`config.mk`:
```
export PLATFORM = sky130hd
export DESIGN_NAME = load_align
export DESIGN_NICKNAME = d
export VERILOG_FILES = /design/src/lsu_pkg.sv /design/src/load_align.sv
export SDC_FILE = /design/constraint.sdc
export NUM_CORES = 1
export LEC_CHECK = 0
export ABC_CLOCK_PERIOD_IN_PS = 3800
export BUFFER_PORTS_ARGS = -buffer_cell sky130_fd_sc_hd__buf_2
export CORE_MARGIN = 5
export CORE_UTILIZATION = 40
export DETAILED_ROUTE_END_ITERATION = 7
export PLACE_DENSITY = 0.84
export RECOVER_POWER = 100
export SYNTH_ARGS = -nofsm -noshare
export SYNTH_HDL_FRONTEND = slang
export SYNTH_SLANG_ARGS = --single-unit
```
`constraint.sdc`:
```
create_clock -name vclk -period 3.8
set_clock_uncertainty 0.05 [all_clocks]
set_input_delay 1.14 -clock vclk [all_inputs]
set_output_delay 1.14 -clock vclk [all_outputs]
set_load 0.01 [all_outputs]
```
`src/lsu_pkg.sv`:
```
`default_nettype none

package lsu_pkg;

  //////////////////////////////////////////////////
  // Widths
  localparam int XLEN      = 32;          // Data and address
  localparam int ILEN      = 32;          // Instruction word
  localparam int EXC_W     = 8;           // Exception vector
  localparam int LANES     = XLEN / 8;    // Byte lanes per word
  localparam int RAM_WORDS = 256;
  localparam int RAM_AW    = $clog2(RAM_WORDS);

  // Exception bit positions
  localparam int EXC_LOAD_MISALIGNED  = 4;
  localparam int EXC_STORE_MISALIGNED = 6;

  //////////////////////////////////////////////////
  // Major opcodes, instr[6:2]
  typedef enum logic [4:0] {
    OPC_LOAD     = 5'b00000,
    OPC_MISC_MEM = 5'b00011,
    OPC_OP_IMM   = 5'b00100,
    OPC_AUIPC    = 5'b00101,
    OPC_STORE    = 5'b01000,
    OPC_OP       = 5'b01100,
    OPC_LUI      = 5'b01101,
    OPC_BRANCH   = 5'b11000,
    OPC_JALR     = 5'b11001,
    OPC_JAL      = 5'b11011,
    OPC_SYSTEM   = 5'b11100
  } opcode_e;

  // func3 of loads and stores
  localparam logic [2:0] F3_B    = 3'b000;
  localparam logic [2:0] F3_H    = 3'b001;
  localparam logic [2:0] F3_W    = 3'b010;
  localparam logic [2:0] F3_BU   = 3'b100;
  localparam logic [2:0] F3_HU   = 3'b101;
  localparam logic [2:0] F3_NONE = 3'b111;  // Store in flight, no load result

  // Access size on the bus
  typedef enum logic [2:0] {
    SIZE_BYTE  = 3'b000,
    SIZE_HWORD = 3'b001,
    SIZE_WORD  = 3'b010,
    SIZE_UNDEF = 3'b111
  } size_e;

  // Access machine
  typedef enum logic [1:0] {
    ST_IDLE,
    ST_REQ,      // req high, waiting on ack
    ST_RELEASE,  // req low, waiting for ack to drop
    ST_DONE
  } issue_state_e;

endpackage

`default_nettype wire
```
`src/load_align.sv`:
```
`timescale 1ns/1ps
`default_nettype none

module load_align import lsu_pkg::*; (
  input  logic [XLEN-1:0] q,
  input  logic [2:0]      acc_func3,
  input  logic [1:0]      acc_lane,
  output logic [XLEN-1:0] lsu_r
);

  logic [XLEN-1:0] sh;    // Addressed byte moved to lane 0

  assign sh = q >> {acc_lane, 3'b000};

  //////////////////////////////////////////////////
  // Extension

  always_comb begin
    case (acc_func3)
      // Signed
      F3_B:  lsu_r = {{(XLEN-8){sh[7]}}, sh[7:0]};
      F3_H:  lsu_r = {{(XLEN-16){sh[15]}}, sh[15:0]};
      F3_W:  lsu_r = sh;                            // Lane is zero here
      // Unsigned
      F3_BU: lsu_r = {{(XLEN-8){1'b0}}, sh[7:0]};
      F3_HU: lsu_r = {{(XLEN-16){1'b0}}, sh[15:0]};
      // Stores and unknown codes
      default: lsu_r = '0;
    endcase
  end

endmodule

`default_nettype wire

```
==> impl_metrics.csv <==
group,metric,value,unit
synth,synth-seq-area-share,0,%
power_and_ir_drop,cellPowerDensity,127,nW/µm²
finish,register_area,0,µm²
synth,xor_xnor_share_of_the_synthesized_area,0,%
synth,synth_top_area_share,23.7,%
finish,final_common_cell,"buf_2",
setup_path,setup.worst_path.end_class,"output port",
drt,drc,0,
finish,final_cell_mix,"51 x buf_2, 19 x mux2i_1, 17 x clkbuf_1",
sta,timing.max_slew.rel_slack,70.2,%
die,initial_utilization,41.4,%
sta,timing.setup.tns,0,ps
sta,hold_viol,0,
finish,clock_buffers,0,
finish,instances_no_fill,203,
synth,synth_simple_gate_area_share,22.0,%
die,core_region_area,1940,µm²
sta,worstMarginPinSlew,447,ps
finish,final_layout_size_suffix_gt1_share,38.6,%
placement,post-dp-hpwl,2520,µm
min_path,min_delay_path_depth,3,
synth,synth.largest_area_cell,"mux2i_1",
global_route,globalRouteOverflowTotal,0,
finish,layout-area-overhead-vs-synth,43.6,%
die,dieWidth,54.8,µm
clocking,number_of_buffers_inserted_for_hold_repair_after_clock_tree_synthesis,0,
die,height_of_the_die,54.8,µm
synth,yosysWarnings,0,
placement,port-buffer-count,69,
job,max_cap_violations,0,
drt,detailroute.via_count,1130,
min_path,min_path_type,"in -> out",
die,placement_rows,16,
synth,post_synth_instance_area,803,µm²
placement,preCtsSetupSlack,258,ps
setup_path,timing.critical_path.fanout_max,18,
drt,detail_route.first_pass.iterations,4,
synth,synthMuxAreaShare,25.1,%
synth,area_fraction_in_compound_gates_after_synthesis,46.7,%
finish,layout.sequential_cells,0,
synth,ys_top_cells_by_area,"mux2i_1 24%, a211oi_1 13%, nor2b_1 7.8%",
sta,setup-violations-final,0,
clocking,cts_resized,0,
global_route,grt_pass1_wl,4570,µm
setup_path,worst-endpoint-required,2610,ps
status,outcome,"completed",
power_and_ir_drop,ir_worst_vdd,78.7,µV
drt,routed_wire_length,3050,µm
sta,post-route-worst-setup-slack,183,ps
sta,grt_setup_unrepaired,"false",
placement,gp_routability_congestion,0.834,
sta,final_min_period_over_clock_period,95.2,%
die,io_pins,69,
finish,num_antenna_cells,0,
die,dieArea,3000,µm²
synth,yosys.cell_types.count,29,
synth,syn_inst_count,109,
synth,main_combinational_cell_family_by_area_after_synthesis,"compound AO/OA/AOI/OAI gates",
drt,drt-vias-per-instance,5.57,
setup_path,startpoint_type,"primary input",
sta,final_critical_path_required_period,3620,ps
power_and_ir_drop,leakage,0.000634,µW
setup_path,worstPathArrival,2430,ps
global_route,number_of_antenna_violations_at_the_first_check_in_global_routing,0,
clocking,buffers_inserted_by_post_cts_timing_repair,0,
synth,syn-num-nets,146,
synth,postSynthAreaPerCell,7.37,µm²
placement,dp_cells,203,
global_route,grt_max_degree,20,
global_route,grt_util_all_layers,20.0,%
sta,maxSlewViolCount,0,
sta,clock.fmax,0.277,GHz
global_route,first_global_vias,1013,
finish,layout.nets,215,
drt,drt_first_iter_violations,18,
synth,adder_cell_share_of_the_synthesized_area,0,%
drt,routed_wire_length_per_instance,15.0,µm
setup_path,crit_type,"in -> out",
drt,antenna_nets_post_route,0,
critical path: stages:
cell,delay (ps)
clkbuf_2,300
clkbuf_2,380
nand2_1,80
o22ai_1,190
o21ai_0,120
nand2_1,80
buf_2,120
cells in the mapped netlist:
| master | instances |
|---|---|
| mux2i_1 | 19 |
| a211oi_1 | 14 |
| nand2_1 | 10 |
| nor2b_1 | 10 |
| o21ai_1 | 9 |
| a21o_1 | 7 |
| o21ai_0 | 7 |
| o2bb2ai_1 | 6 |
| buf_2 | 4 |
| clkbuf_1 | 3 |
| nor2_2 | 2 |
| a21oi_1 | 1 |
| a311oi_4 | 1 |
| and2_0 | 1 |
| buf_4 | 1 |
| buf_6 | 1 |
| mux2_2 | 1 |
| nand2b_1 | 1 |
| nand2b_4 | 1 |
| nand3b_1 | 1 |
| nand3b_2 | 1 |
| nor3_1 | 1 |
| nor3b_1 | 1 |
| o211a_4 | 1 |
| o211ai_2 | 1 |
| o21ai_2 | 1 |
| o221ai_1 | 1 |
| o22ai_1 | 1 |
| or2_2 | 1 |
cells by family after synthesis:
family                 count (synthesis)
AO/OA/AOI/OAI                         50
buffers and inverters                  9
multiplexers                          20
AND/OR/NAND/NOR                       30
path summary, 6_finish.rpt:
check   startpoint        end  slack (ps)
max    acc_lane[1]   lsu_r[9]         180
min          q[26]  lsu_r[26]        2540
cell type report:
cell class,count,area (µm²)
fill,197,788
multi-input combinational,100,746
timing repair buffer,76,374
tap,27,33.8
where the power goes:
part	total (µW)	switching [µW]	internal, µW
clock	0	0	0
sequential	0	0	0
combinational	147	82.5	64.1
metal layers:
| metal | routed length [µm] | vias up | global-route usage (%) |
|---|---|---|---|
| met4 | 0 | 0 | 0.830 |
| met2 | 1560 | 51 | 36.8 |
| li1 | - | 554 | - |
| met5 | 0 | - | 0 |
| met3 | 252 | 0 | 0.545 |
| met1 | 1230 | 525 | 26.8 |
per-stage QoR:
stage | total power, µW | util, % | area [µm²] | hold WS (ps)
floorplan | 86.0 | - | 803 | 2360
detailed placement | 152 | 61.0 | 1180 | 2540
finish | 147 | 59.4 | 1150 | 2540
global placement | 149 | 61.0 | 1180 | 2540
global route | 160 | 59.4 | 1150 | 2560
CTS | 153 | 61.0 | 1180 | 2550
(Power assumes the default switching activity.)
