### src/lsu_pkg.sv
`default_nettype none

package lsu_pkg;

  //////////////////////////////////////////////////
  // Widths
  localparam int XLEN      = 32;          // Data and address
  localparam int ILEN      = 32;          // Instruction word
  localparam int EXC_W     = 8;           // Exception vector
  localparam int LANES     = XLEN / 8;    // Byte lanes per word
  localparam int RAM_WORDS = 256;
  localparam int RAM_AW    = $clog2(RAM_WORDS);

  // Exception bit positions
  localparam int EXC_LOAD_MISALIGNED  = 4;
  localparam int EXC_STORE_MISALIGNED = 6;

  //////////////////////////////////////////////////
  // Major opcodes, instr[6:2]
  typedef enum logic [4:0] {
    OPC_LOAD     = 5'b00000,
    OPC_MISC_MEM = 5'b00011,
    OPC_OP_IMM   = 5'b00100,
    OPC_AUIPC    = 5'b00101,
    OPC_STORE    = 5'b01000,
    OPC_OP       = 5'b01100,
    OPC_LUI      = 5'b01101,
    OPC_BRANCH   = 5'b11000,
    OPC_JALR     = 5'b11001,
    OPC_JAL      = 5'b11011,
    OPC_SYSTEM   = 5'b11100
  } opcode_e;

  // func3 of loads and stores
  localparam logic [2:0] F3_B    = 3'b000;
  localparam logic [2:0] F3_H    = 3'b001;
  localparam logic [2:0] F3_W    = 3'b010;
  localparam logic [2:0] F3_BU   = 3'b100;
  localparam logic [2:0] F3_HU   = 3'b101;
  localparam logic [2:0] F3_NONE = 3'b111;  // Store in flight, no load result

  // Access size on the bus
  typedef enum logic [2:0] {
    SIZE_BYTE  = 3'b000,
    SIZE_HWORD = 3'b001,
    SIZE_WORD  = 3'b010,
    SIZE_UNDEF = 3'b111
  } size_e;

  // Access machine
  typedef enum logic [1:0] {
    ST_IDLE,
    ST_REQ,      // req high, waiting on ack
    ST_RELEASE,  // req low, waiting for ack to drop
    ST_DONE
  } issue_state_e;

endpackage

`default_nettype wire
### src/dmem_if.sv
`timescale 1ns/1ps
`default_nettype none

// Data memory bus, four-phase req/ack
interface dmem_if import lsu_pkg::*; ();

  logic [XLEN-1:0] adr;   // Byte address
  logic [XLEN-1:0] d;     // Write data, already lane shifted
  logic            we;
  size_e           size;
  logic            req;
  logic            ack;
  logic [XLEN-1:0] q;     // Read word, valid with ack

  // Load/store unit side
  modport master (
    output adr, d, we, size, req,
    input  ack, q
  );

  // Memory side
  modport slave (
    input  adr, d, we, size, req,
    output ack, q
  );

endinterface

`default_nettype wire

### src/lsu_issue.sv
`timescale 1ns/1ps
`default_nettype none

module lsu_issue import lsu_pkg::*; (
  input  logic             clk,
  input  logic             rstn,
  input  logic             ex_stall,
  input  logic             id_bubble,
  input  logic [ILEN-1:0]  id_instr,
  input  logic [EXC_W-1:0] id_exception,
  input  logic [XLEN-1:0]  op_a,
  input  logic [XLEN-1:0]  op_b,
  dmem_if.master           mem,
  output logic             lsu_stall,
  output logic             lsu_bubble,
  output logic [EXC_W-1:0] lsu_exception,
  output logic [2:0]       acc_func3,    // Held load code for the aligner
  output logic [1:0]       acc_lane      // Held low address bits
);

  opcode_e          opcode;
  logic [2:0]       func3;
  logic [XLEN-1:0]  imm_s;
  logic             is_load;
  logic             is_store;
  logic             is_mem;
  logic [XLEN-1:0]  adr;
  size_e            size;
  logic [XLEN-1:0]  d;
  logic             misaligned;
  logic [EXC_W-1:0] mis_exc;
  logic             take;    // Instruction presented and unit free
  logic             issue;   // Taken and clean, goes to memory
  issue_state_e     state;

  //////////////////////////////////////////////////
  // Decode

  assign opcode = opcode_e'(id_instr[6:2]);
  assign func3  = id_instr[14:12];

  // S-type immediate
  assign imm_s = {{(XLEN-11){id_instr[31]}}, id_instr[30:25], id_instr[11:7]};

  assign is_load  = (opcode == OPC_LOAD);
  assign is_store = (opcode == OPC_STORE);
  assign is_mem   = is_load | is_store;

  // Effective address
  assign adr = is_store ? op_a + imm_s : op_a + op_b;

  // func3 to access size
  always_comb begin
    case (func3)
      F3_B, F3_BU: size = SIZE_BYTE;
      F3_H, F3_HU: size = SIZE_HWORD;
      F3_W:        size = SIZE_WORD;
      default:     size = SIZE_UNDEF;
    endcase
  end

  // Store data into its byte lanes
  always_comb begin
    case (size)
      SIZE_BYTE:  d = XLEN'(op_b[7:0]) << {adr[1:0], 3'b000};
      SIZE_HWORD: d = XLEN'(op_b[15:0]) << {adr[1:0], 3'b000};
      default:    d = op_b;
    endcase
  end

  // Halfword on odd byte, word off a word boundary
  always_comb begin
    case (size)
      SIZE_HWORD: misaligned = adr[0];
      SIZE_WORD:  misaligned = |adr[1:0];
      default:    misaligned = 1'b0;
    endcase
  end

  always_comb begin
    mis_exc = '0;
    if (is_mem && misaligned) begin
      if (is_store) mis_exc[EXC_STORE_MISALIGNED] = 1'b1;
      else          mis_exc[EXC_LOAD_MISALIGNED]  = 1'b1;
    end
  end

  assign take  = (state == ST_IDLE) && !ex_stall && !id_bubble;
  assign issue = take && is_mem && !misaligned && !(|id_exception);

  //////////////////////////////////////////////////
  // Access machine

  always_ff @(posedge clk or negedge rstn) begin
    if (!rstn) begin
      state         <= ST_IDLE;
      mem.req       <= 1'b0;
      lsu_stall     <= 1'b0;
      lsu_bubble    <= 1'b1;
      lsu_exception <= '0;
    end else begin
      case (state)
        ST_IDLE: begin
          lsu_bubble <= 1'b1;                  // Nothing completes here
          if (take) begin
            // Incoming exception wins over own checks
            lsu_exception <= (|id_exception) ? id_exception : mis_exc;
          end
          if (issue) begin
            state     <= ST_REQ;
            mem.req   <= 1'b1;
            lsu_stall <= 1'b1;
          end
        end
        ST_REQ: begin
          if (mem.ack) begin
            mem.req <= 1'b0;                   // Phase 3
            state   <= ST_RELEASE;
          end
        end
        ST_RELEASE: begin
          if (!mem.ack) state <= ST_DONE;      // Phase 4 seen
        end
        ST_DONE: begin
          lsu_stall  <= 1'b0;
          lsu_bubble <= 1'b0;                  // One cycle result marker
          state      <= ST_IDLE;
        end
        default: state <= ST_IDLE;
      endcase
    end
  end

  // Bus fields and aligner info, only loaded while req and ack are low
  always_ff @(posedge clk) begin
    if (issue) begin
      mem.adr   <= adr;
      mem.d     <= d;
      mem.we    <= is_store;
      mem.size  <= size;
      acc_func3 <= is_store ? F3_NONE : func3;  // Stores read back zero
      acc_lane  <= adr[1:0];
    end
  end

endmodule

`default_nettype wire

### src/flat_wrapper.sv
// flat-port wrapper written by rule: the top's interface ports become plain ports
module lsu_issue_flat import lsu_pkg::*;
  (clk, rstn, ex_stall, id_bubble, id_instr, id_exception, op_a, op_b, lsu_stall, lsu_bubble, lsu_exception, acc_func3, acc_lane, mem_adr, mem_d, mem_we, mem_size, mem_req, mem_ack, mem_q);
  dmem_if mem_i ();
  input  logic clk;
  input  logic rstn;
  input  logic ex_stall;
  input  logic id_bubble;
  input  logic [ILEN-1:0] id_instr;
  input  logic [EXC_W-1:0] id_exception;
  input  logic [XLEN-1:0] op_a;
  input  logic [XLEN-1:0] op_b;
  output logic lsu_stall;
  output logic lsu_bubble;
  output logic [EXC_W-1:0] lsu_exception;
  output logic [2:0] acc_func3;
  output logic [1:0] acc_lane;
  output wire logic [$bits(mem_i.adr)-1:0] mem_adr;
  output wire logic [$bits(mem_i.d)-1:0] mem_d;
  output wire logic [$bits(mem_i.we)-1:0] mem_we;
  output wire logic [$bits(mem_i.size)-1:0] mem_size;
  output wire logic [$bits(mem_i.req)-1:0] mem_req;
  input wire logic [$bits(mem_i.ack)-1:0] mem_ack;
  input wire logic [$bits(mem_i.q)-1:0] mem_q;
  assign mem_adr = mem_i.adr;
  assign mem_d = mem_i.d;
  assign mem_we = mem_i.we;
  assign mem_size = mem_i.size;
  assign mem_req = mem_i.req;
  assign mem_i.ack = mem_ack;
  assign mem_i.q = mem_q;
  lsu_issue u_core (.clk(clk), .rstn(rstn), .ex_stall(ex_stall), .id_bubble(id_bubble), .id_instr(id_instr), .id_exception(id_exception), .op_a(op_a), .op_b(op_b), .mem(mem_i), .lsu_stall(lsu_stall), .lsu_bubble(lsu_bubble), .lsu_exception(lsu_exception), .acc_func3(acc_func3), .acc_lane(acc_lane));
endmodule
### config.mk
export PLATFORM = sky130hd
export DESIGN_NAME = lsu_issue_flat
export DESIGN_NICKNAME = d
export VERILOG_FILES = /design/src/lsu_pkg.sv /design/src/dmem_if.sv /design/src/lsu_issue.sv /design/src/flat_wrapper.sv
export SDC_FILE = /design/constraint.sdc
export NUM_CORES = 1
export LEC_CHECK = 0
export ABC_AREA = 0
export BUFFER_PORTS_ARGS = -buffer_cell sky130_fd_sc_hd__buf_2
export CORE_ASPECT_RATIO = 0.75
export CORE_MARGIN = 2
export CORE_UTILIZATION = 25
export CTS_CLUSTER_DIAMETER = 50
export DETAILED_ROUTE_END_ITERATION = 16
export PLACE_DENSITY = 0.47
export SLEW_MARGIN = 20
export SYNTH_ARGS = -nofsm -noshare
export SYNTH_HDL_FRONTEND = slang
export SYNTH_SLANG_ARGS = --single-unit
### constraint.sdc
create_clock -name clk -period 7.7 [get_ports clk]
set_input_delay 1.54 -clock clk [delete_from_list [all_inputs] [get_ports clk]]
set_output_delay 1.54 -clock clk [all_outputs]
set_load 0.01 [all_outputs]
==> results of run 1 <==
## per-layer routing
metal | vias to the layer above | track usage | routed length (microns)
met5 | - | 0 | 0
met4 | 0 | 0.03411 | 148
met3 | 12 | 0.03943 | 1246
met2 | 152 | 0.2528 | 7891
met1 | 2212 | 0.2241 | 8683
li1 | 2242 | - | -
## how the worst min path moves through the flow
stage	depth (start not counted)	start	end	slack, ps
CTS	1	u_core.lsu_exception[1]	u_core.lsu_exception[1]	510
global placement	2	u_core.lsu_bubble	u_core.lsu_bubble	480
floorplan	2	u_core.lsu_bubble	u_core.lsu_bubble	490
finish	1	u_core.lsu_exception[5]	u_core.lsu_exception[5]	510
global route	1	u_core.lsu_exception[5]	u_core.lsu_exception[5]	520
detailed placement	1	u_core.lsu_exception[1]	u_core.lsu_exception[1]	490
## flip-flops by register name, indices dropped and copies added, names as in the netlist, 2 cells and up
| name | flops |
|---|---|
| u_core.acc_func3 | 3 |
| u_core.lsu_exception | 8 |
| u_core.mem.adr | 31 |
| u_core.mem.d | 32 |
| u_core.mem.size | 3 |
| u_core.state | 2 |
## area by class of cell
cell class / instances / area (sq um) / share of cell area
inverters: 17 / 63.81 / 0.009380
flip-flops and latches: 84 / 2459 / 0.3614
well taps: 288 / 360.3 / 0.05297
repair buffers: 186 / 945.9 / 0.1390
clock buffers: 10 / 229.0 / 0.03366
multi-input cells: 381 / 2675 / 0.3932
clock inverters: 6 / 70.07 / 0.01030
## power groups by stage
stage | logic [W] | clock network (W) | registers (W)
floorplan | 0.000246 | 0 | 0.000582
global placement | 0.000389 | 0 | 0.000567
detailed placement | 0.000395 | 0 | 0.000569
CTS | 0.000399 | 0.000469 | 0.000559
global route | 0.000443 | 0.000491 | 0.000564
finish | 0.000399 | 0.000456 | 0.000559
## cells in the final DEF, fill, tap and decap left out, types with 6 or more instances in the layout
cell	count
a22o_1	15
nand2_1	46
and3_1	7
xor2_1	13
nor2_1	29
clkbuf_16	9
ha_1	36
a21o_1	29
nor2b_1	11
nand4_1	7
buf_4	6
a22oi_1	15
edfxtp_1	71
o21ai_0	35
buf_2	180
mux2_2	17
a31oi_1	7
nand3_1	7
dfrtp_1	12
a21oi_1	40
xnor2_1	15
inv_1	16
## stage by stage
step	cells	utilization	total power, W	instance area [sq um]
finish	972	0.3247	0.001414	6803
global route	972	0.3247	0.001498	6803
CTS	972	0.3247	0.001428	6803
detailed placement	956	0.3104	0.0009646	6504
global placement	956	0.3104	0.0009558	6504
floorplan	505	-	0.0008277	5294
## kinds of logic (layout without fill, tap and decap cells)
group | Yosys count | in the layout
AO/OA/AOI/OAI | 177 | 177
XOR/XNOR | 28 | 28
adder cells (fa/ha/maj) | 37 | 37
buffers and inverters | 40 | 219
flip-flops | 84 | 84
multiplexers | 17 | 17
AND/OR/NAND/NOR | 122 | 122
==> reports/results.ini, run 1 <==
[power_and_ir_drop]
powerDensity_nw_per_um2 = 207.8
p_comb_frac = 0.282
clockPowerShare = 0.322
p_sw_w = 0.0004454
p_int_w = 0.0009684
seqPwrFrac = 0.396
p_leak_nw = 2.958
vdd_ir_drop_max_mv = 0.08402
p_sw_frac = 0.3150

[synth]
synth_top_family_by_area = compound AO/OA/AOI/OAI gates
synth.most_common_cell = edfxtp_1
synth.avg_cell_area_sq_um = 10.48
synth_edf_count = 71
async_flop_share = 0.1548
synthesis.nets = 683
ys_dominant_reg_cell = edfxtp_1
syn_inst = 505
synth-xor-area-share = 0.04632
synth-compound-area-share = 0.2262
synth.area.mux_share = 0.03616
synth_top_area_frac = 0.4027
yosys.cell_types.count = 54
yosys.area_share.simple = 0.1078
synth_warnings = 0
netlist_area_sq_um = 5294
yosys-top-cells-count = edfxtp_1, nand2_1, a21oi_1, ha_1, o21ai_0
synth_area_leader_cell = edfxtp_1
ys_ff_latch = 84
synth_fa_ha_area_frac = 0.08887
seq_area_frac_synth = 0.4644
synth_area_leaders = edfxtp_1, ha_1, dfrtp_1

[sta]
final-setup-viol-count = 0
holdWs_ps = 505.6
fin_crit_sh = 0.7219
slew_viol_final = 0
worst_slew_pin_slew_ps = 929.9
hold_viol = 0
fin_skew_ps = 5.655
tns_ps = 0
slew_headroom = 0.3788
fin_crit_ps = 5559
max_freq_ghz = 0.1799
rsz0062_at_grt = false
layout_setup_ws_ps = 2141

[grt]
antenna_found_initial = 0
overflow = 0
grt_max_degree = 40
grt_pass1_vias = 4573
grt_pass1_wl_mm = 26.43
track_usage = 0.1604

[critical_path]
critPathLaunch = id_instr[4]
worst_path_max_delay_cell = fa_1
crit_family = buffers and inverters
crit-reg2reg-launch = u_core.state[1]
endpoint_kind = register
r2r-end = u_core.mem.adr[6]
cp.depth = 14
critPathLaunchType = input pin
arrival_ps = 5570
path_buf_inv = 6
reg2reg_slack_ps = 5080
worstSetupPathType = input pin to register
cp.required_ps = 7710
endpoint = u_core.mem.adr[6]
crit_fanout = 26
cp_slowest_stage_delay_ps = 690
crit_chain = buf_2 > nor4_1 > nand2_1 > buf_4 > inv_1 > mux2_2 > ha_1 > inv_1 > fa_1 > a2111oi_0 > a31oi_1 > nand3_1 > inv_2 > buf_4
reg2reg_depth = 7

[detailed_routing]
drt_iter0_drc = 439
vias = 4618
wirelength_mm = 17.97
ant_nets = 0
vias_per_cell = 4.751
dr.pass1.iters = 6
wire_per_inst_microns = 18.49
drcViolationCount = 0

[layout]
diodes = 0
drive_gt1_frac = 0.3363
area_growth_pct = 28.50
fillers = 2212
fin_nets = 857

[die]
ios = 225
die_h_microns = 130.0
fp.dieArea_sq_um = 22370
coreArea_sq_um = 20950
die_width_microns = 172.0
rows = 46
initial_core_util = 0.2527

[clock_network]
clock_latency_ps = 350
cts_resized = 0
tritoncts = yes
cts_buffer_depth = 2
cts_root_buf = clkbuf_16
clk_pin_slew_ps = 70
clock-sinks = 84
hold_buffers = 0
cts_max_level = 3
post_cts_buffers = 0
numCtsBuffers = 9

[hold_path]
holdCritPathClass = register to register

[job]
maxCapViolations = 0

[placement]
gp_congestion = 0.8677
port_buffers = 180
place_hpwl_mm = 13.84
post-place-ws_ps = 1677

[run_status]
status = finished clean

Power figures use the tool's default switching activity.
==> inputs of run 2 (changes only) <==
clock period = 5.2 ns   (was 7.7 ns; I/O delays follow)
==> run 2 against run 1 <==
Compared with the run above:
- combinational power rose by 49%
- global-route usage is essentially flat
- first-iteration DRC count up 1.1%
- highest routed layer unchanged
==> reports/results.ini, run 2 (synthesis results as in run 1) <==
[run_status]
status = finished clean  ; unchanged

[sta]
tns_ps = 0  ; unchanged
hold_viol = 0  ; unchanged
fin_crit_sh = 0.8800
fin_crit_ps = 4576
holdWs_ps = 504.2  ; was 505.6 ps
final-setup-viol-count = 0  ; unchanged
fin_skew_ps = 8.008  ; was 5.655 ps
rsz0062_at_grt = false  ; unchanged
max_freq_ghz = 0.2185
slew_headroom = 0.3960  ; was 0.3788
worst_slew_pin_slew_ps = 904.1  ; was 929.9 ps
slew_viol_final = 0  ; unchanged

[critical_path]
r2r-end = u_core.mem.adr[16]  ; was u_core.mem.adr[6]
crit_chain = buf_2 > nor4_1 > nand2_1 > inv_1 > buf_4 > mux2_2 > ha_1 > a21o_1 > nand2_1 > a31oi_1 > or3_1 > o31a_1 > a31oi_2 > nand2_1 > xor2_1  ; was buf_2 > nor4_1 > nand2_1 > buf_4 > inv_1 > mux2_2 > ha_1 > inv_1 > fa_1 > a2111oi_0 > a31oi_1 > nand3_1 > inv_2 > buf_4
critPathLaunch = id_instr[4]  ; unchanged
cp_common_cell = nand2_1
crit-reg2reg-launch = u_core.state[1]  ; unchanged
reg2reg_depth = 7  ; unchanged
crit_fanout = 9  ; was 26
endpoint_kind = register  ; unchanged
cp_slowest_stage_delay_ps = 390  ; was 690 ps
cp.required_ps = 5290  ; was 7710 ps
worst_path_max_delay_cell = or3_1  ; was fa_1
reg2reg_slack_ps = 2900  ; was 5080 ps
critPathLaunchType = input pin  ; unchanged
arrival_ps = 4670  ; was 5570 ps
worstSetupPathType = input pin to register  ; unchanged

[grt]
grt_pass1_wl_mm = 26.57  ; was 26.43 mm
overflow = 0  ; unchanged
track_usage = 0.1599  ; was 0.1604
grt_max_degree = 72  ; was 40
antenna_found_initial = 0  ; unchanged
grt_pass1_vias = 4610  ; was 4573

[die]
rows = 46  ; unchanged
ios = 225  ; unchanged
coreArea_sq_um = 20950  ; unchanged
die_h_microns = 130.0  ; unchanged
die_width_microns = 172.0  ; unchanged
fp.dieArea_sq_um = 22370  ; unchanged
initial_core_util = 0.2527  ; unchanged

[layout]
drive_gt1_frac = 0.3372  ; was 0.3363
fin_area_sq_um = 6832  ; was 6803 sq um
fillers = 2206  ; was 2212
top_regs = u_core.mem.d x32, u_core.mem.adr x31, u_core.lsu_exception x8  ; unchanged
diodes = 0  ; unchanged
largest_reg_flops = 32  ; unchanged
fin_nets = 858  ; was 857
layout_common_cells = buf_2, edfxtp_1, nand2_1, a21oi_1, ha_1  ; unchanged
largest_register = u_core.mem.d  ; unchanged
layout_commonest_cell = buf_2  ; unchanged
area_growth_pct = 29.05  ; was 28.50%

[detailed_routing]
drt_iter0_drc = 444  ; was 439
wire_per_inst_microns = 18.50  ; was 18.49 microns
wirelength_mm = 18.00  ; was 17.97 mm
dr.pass1.iters = 4  ; was 6
vias = 4650  ; was 4618
drcViolationCount = 0  ; unchanged
vias_per_cell = 4.779  ; was 4.751
ant_nets = 0  ; unchanged

[clock_network]
tritoncts = yes  ; unchanged
clock_latency_ps = 350  ; about the same
clk_pin_slew_ps = 60  ; was 70 ps
cts_root_buf = clkbuf_16  ; unchanged
hold_buffers = 0  ; unchanged
cts_buffer_depth = 2  ; unchanged
cts_max_level = 3  ; unchanged
clock-sinks = 84  ; unchanged
cts_resized = 0  ; unchanged
post_cts_buffers = 0  ; unchanged
numCtsBuffers = 9  ; unchanged

[power_and_ir_drop]
powerDensity_nw_per_um2 = 307.0  ; was 207.8 nW/um^2
vdd_ir_drop_max_mv = 0.1292  ; was 0.08402 mV
p_leak_nw = 2.968  ; was 2.958 nW

[job]
maxCapViolations = 0  ; unchanged

[hold_path]
hold_depth = 1  ; unchanged
whs_endpoint = u_core.lsu_exception[5]  ; unchanged
min-delay-start = u_core.lsu_exception[5]  ; unchanged
holdCritPathClass = register to register  ; unchanged

[placement]
place_area_sq_um = 6524  ; was 6504 sq um
port_buffers = 180  ; unchanged
gp_congestion = 0.8651  ; was 0.8677
place_hpwl_mm = 13.85  ; was 13.84 mm

[run 2: cell type report]
type	instances	area [sq um]	share of cell area
well taps	288	360.3	0.05275
clock inverters	3	26.28	0.003846
repair buffers	187	965.9	0.1414
inverters	17	63.81	0.009341
multi-input cells	381	2675	0.3916
clock buffers	13	281.5	0.04121
flip-flops and latches	84	2459	0.3599
[run 2: worst max path at each step]
stage                                to  slack, ps  cells past startpoint
floorplan           u_core.acc_func3[0]        320                     11
detailed placement   u_core.mem.adr[26]        270                     15
global placement     u_core.mem.adr[26]        310                     15
finish               u_core.mem.adr[26]        620                     15
global route         u_core.mem.adr[26]        350                     15
CTS                  u_core.mem.adr[26]        640                     15
[run 2: per-layer routing]
layer	wire length [microns]	vias to the layer above	global-route usage	part of all wire
met5	0	-	0	0
met4	189	0	0.03856	0.011
met3	1193	12	0.03761	0.066
met2	7819	172	0.2509	0.43
met1	8794	2221	0.2236	0.49
li1	-	2245	-	-
[run 2: per-stage QoR]
step                cells  power (W)  worst slack [ps]    util
global route          973   0.002228             354.4  0.3261
finish                973   0.002098             624.1  0.3261
floorplan             505   0.001226             319.1       -
global placement      957   0.001417             312.4  0.3114
CTS                   973   0.002121             635.8  0.3261
detailed placement    957   0.001432             265.9  0.3114
[run 2: worst max-delay path: cells and delay by family]
family                     cells  cell delay [ps]
and+or+nand+nor                5             1090
AOI/OAI and AO/OA              4              940
buffers and inverters          3              670
adders and majority gates      1              380
muxes                          1              340
xor gates and xnor gates       1              170
[run 2: power by group]
part	internal (W)	switching (W)
Sequential	0.000802	0.0000265
Combinational	0.000255	0.000340
Clock	0.000384	0.000290
Total	0.00144	0.000656
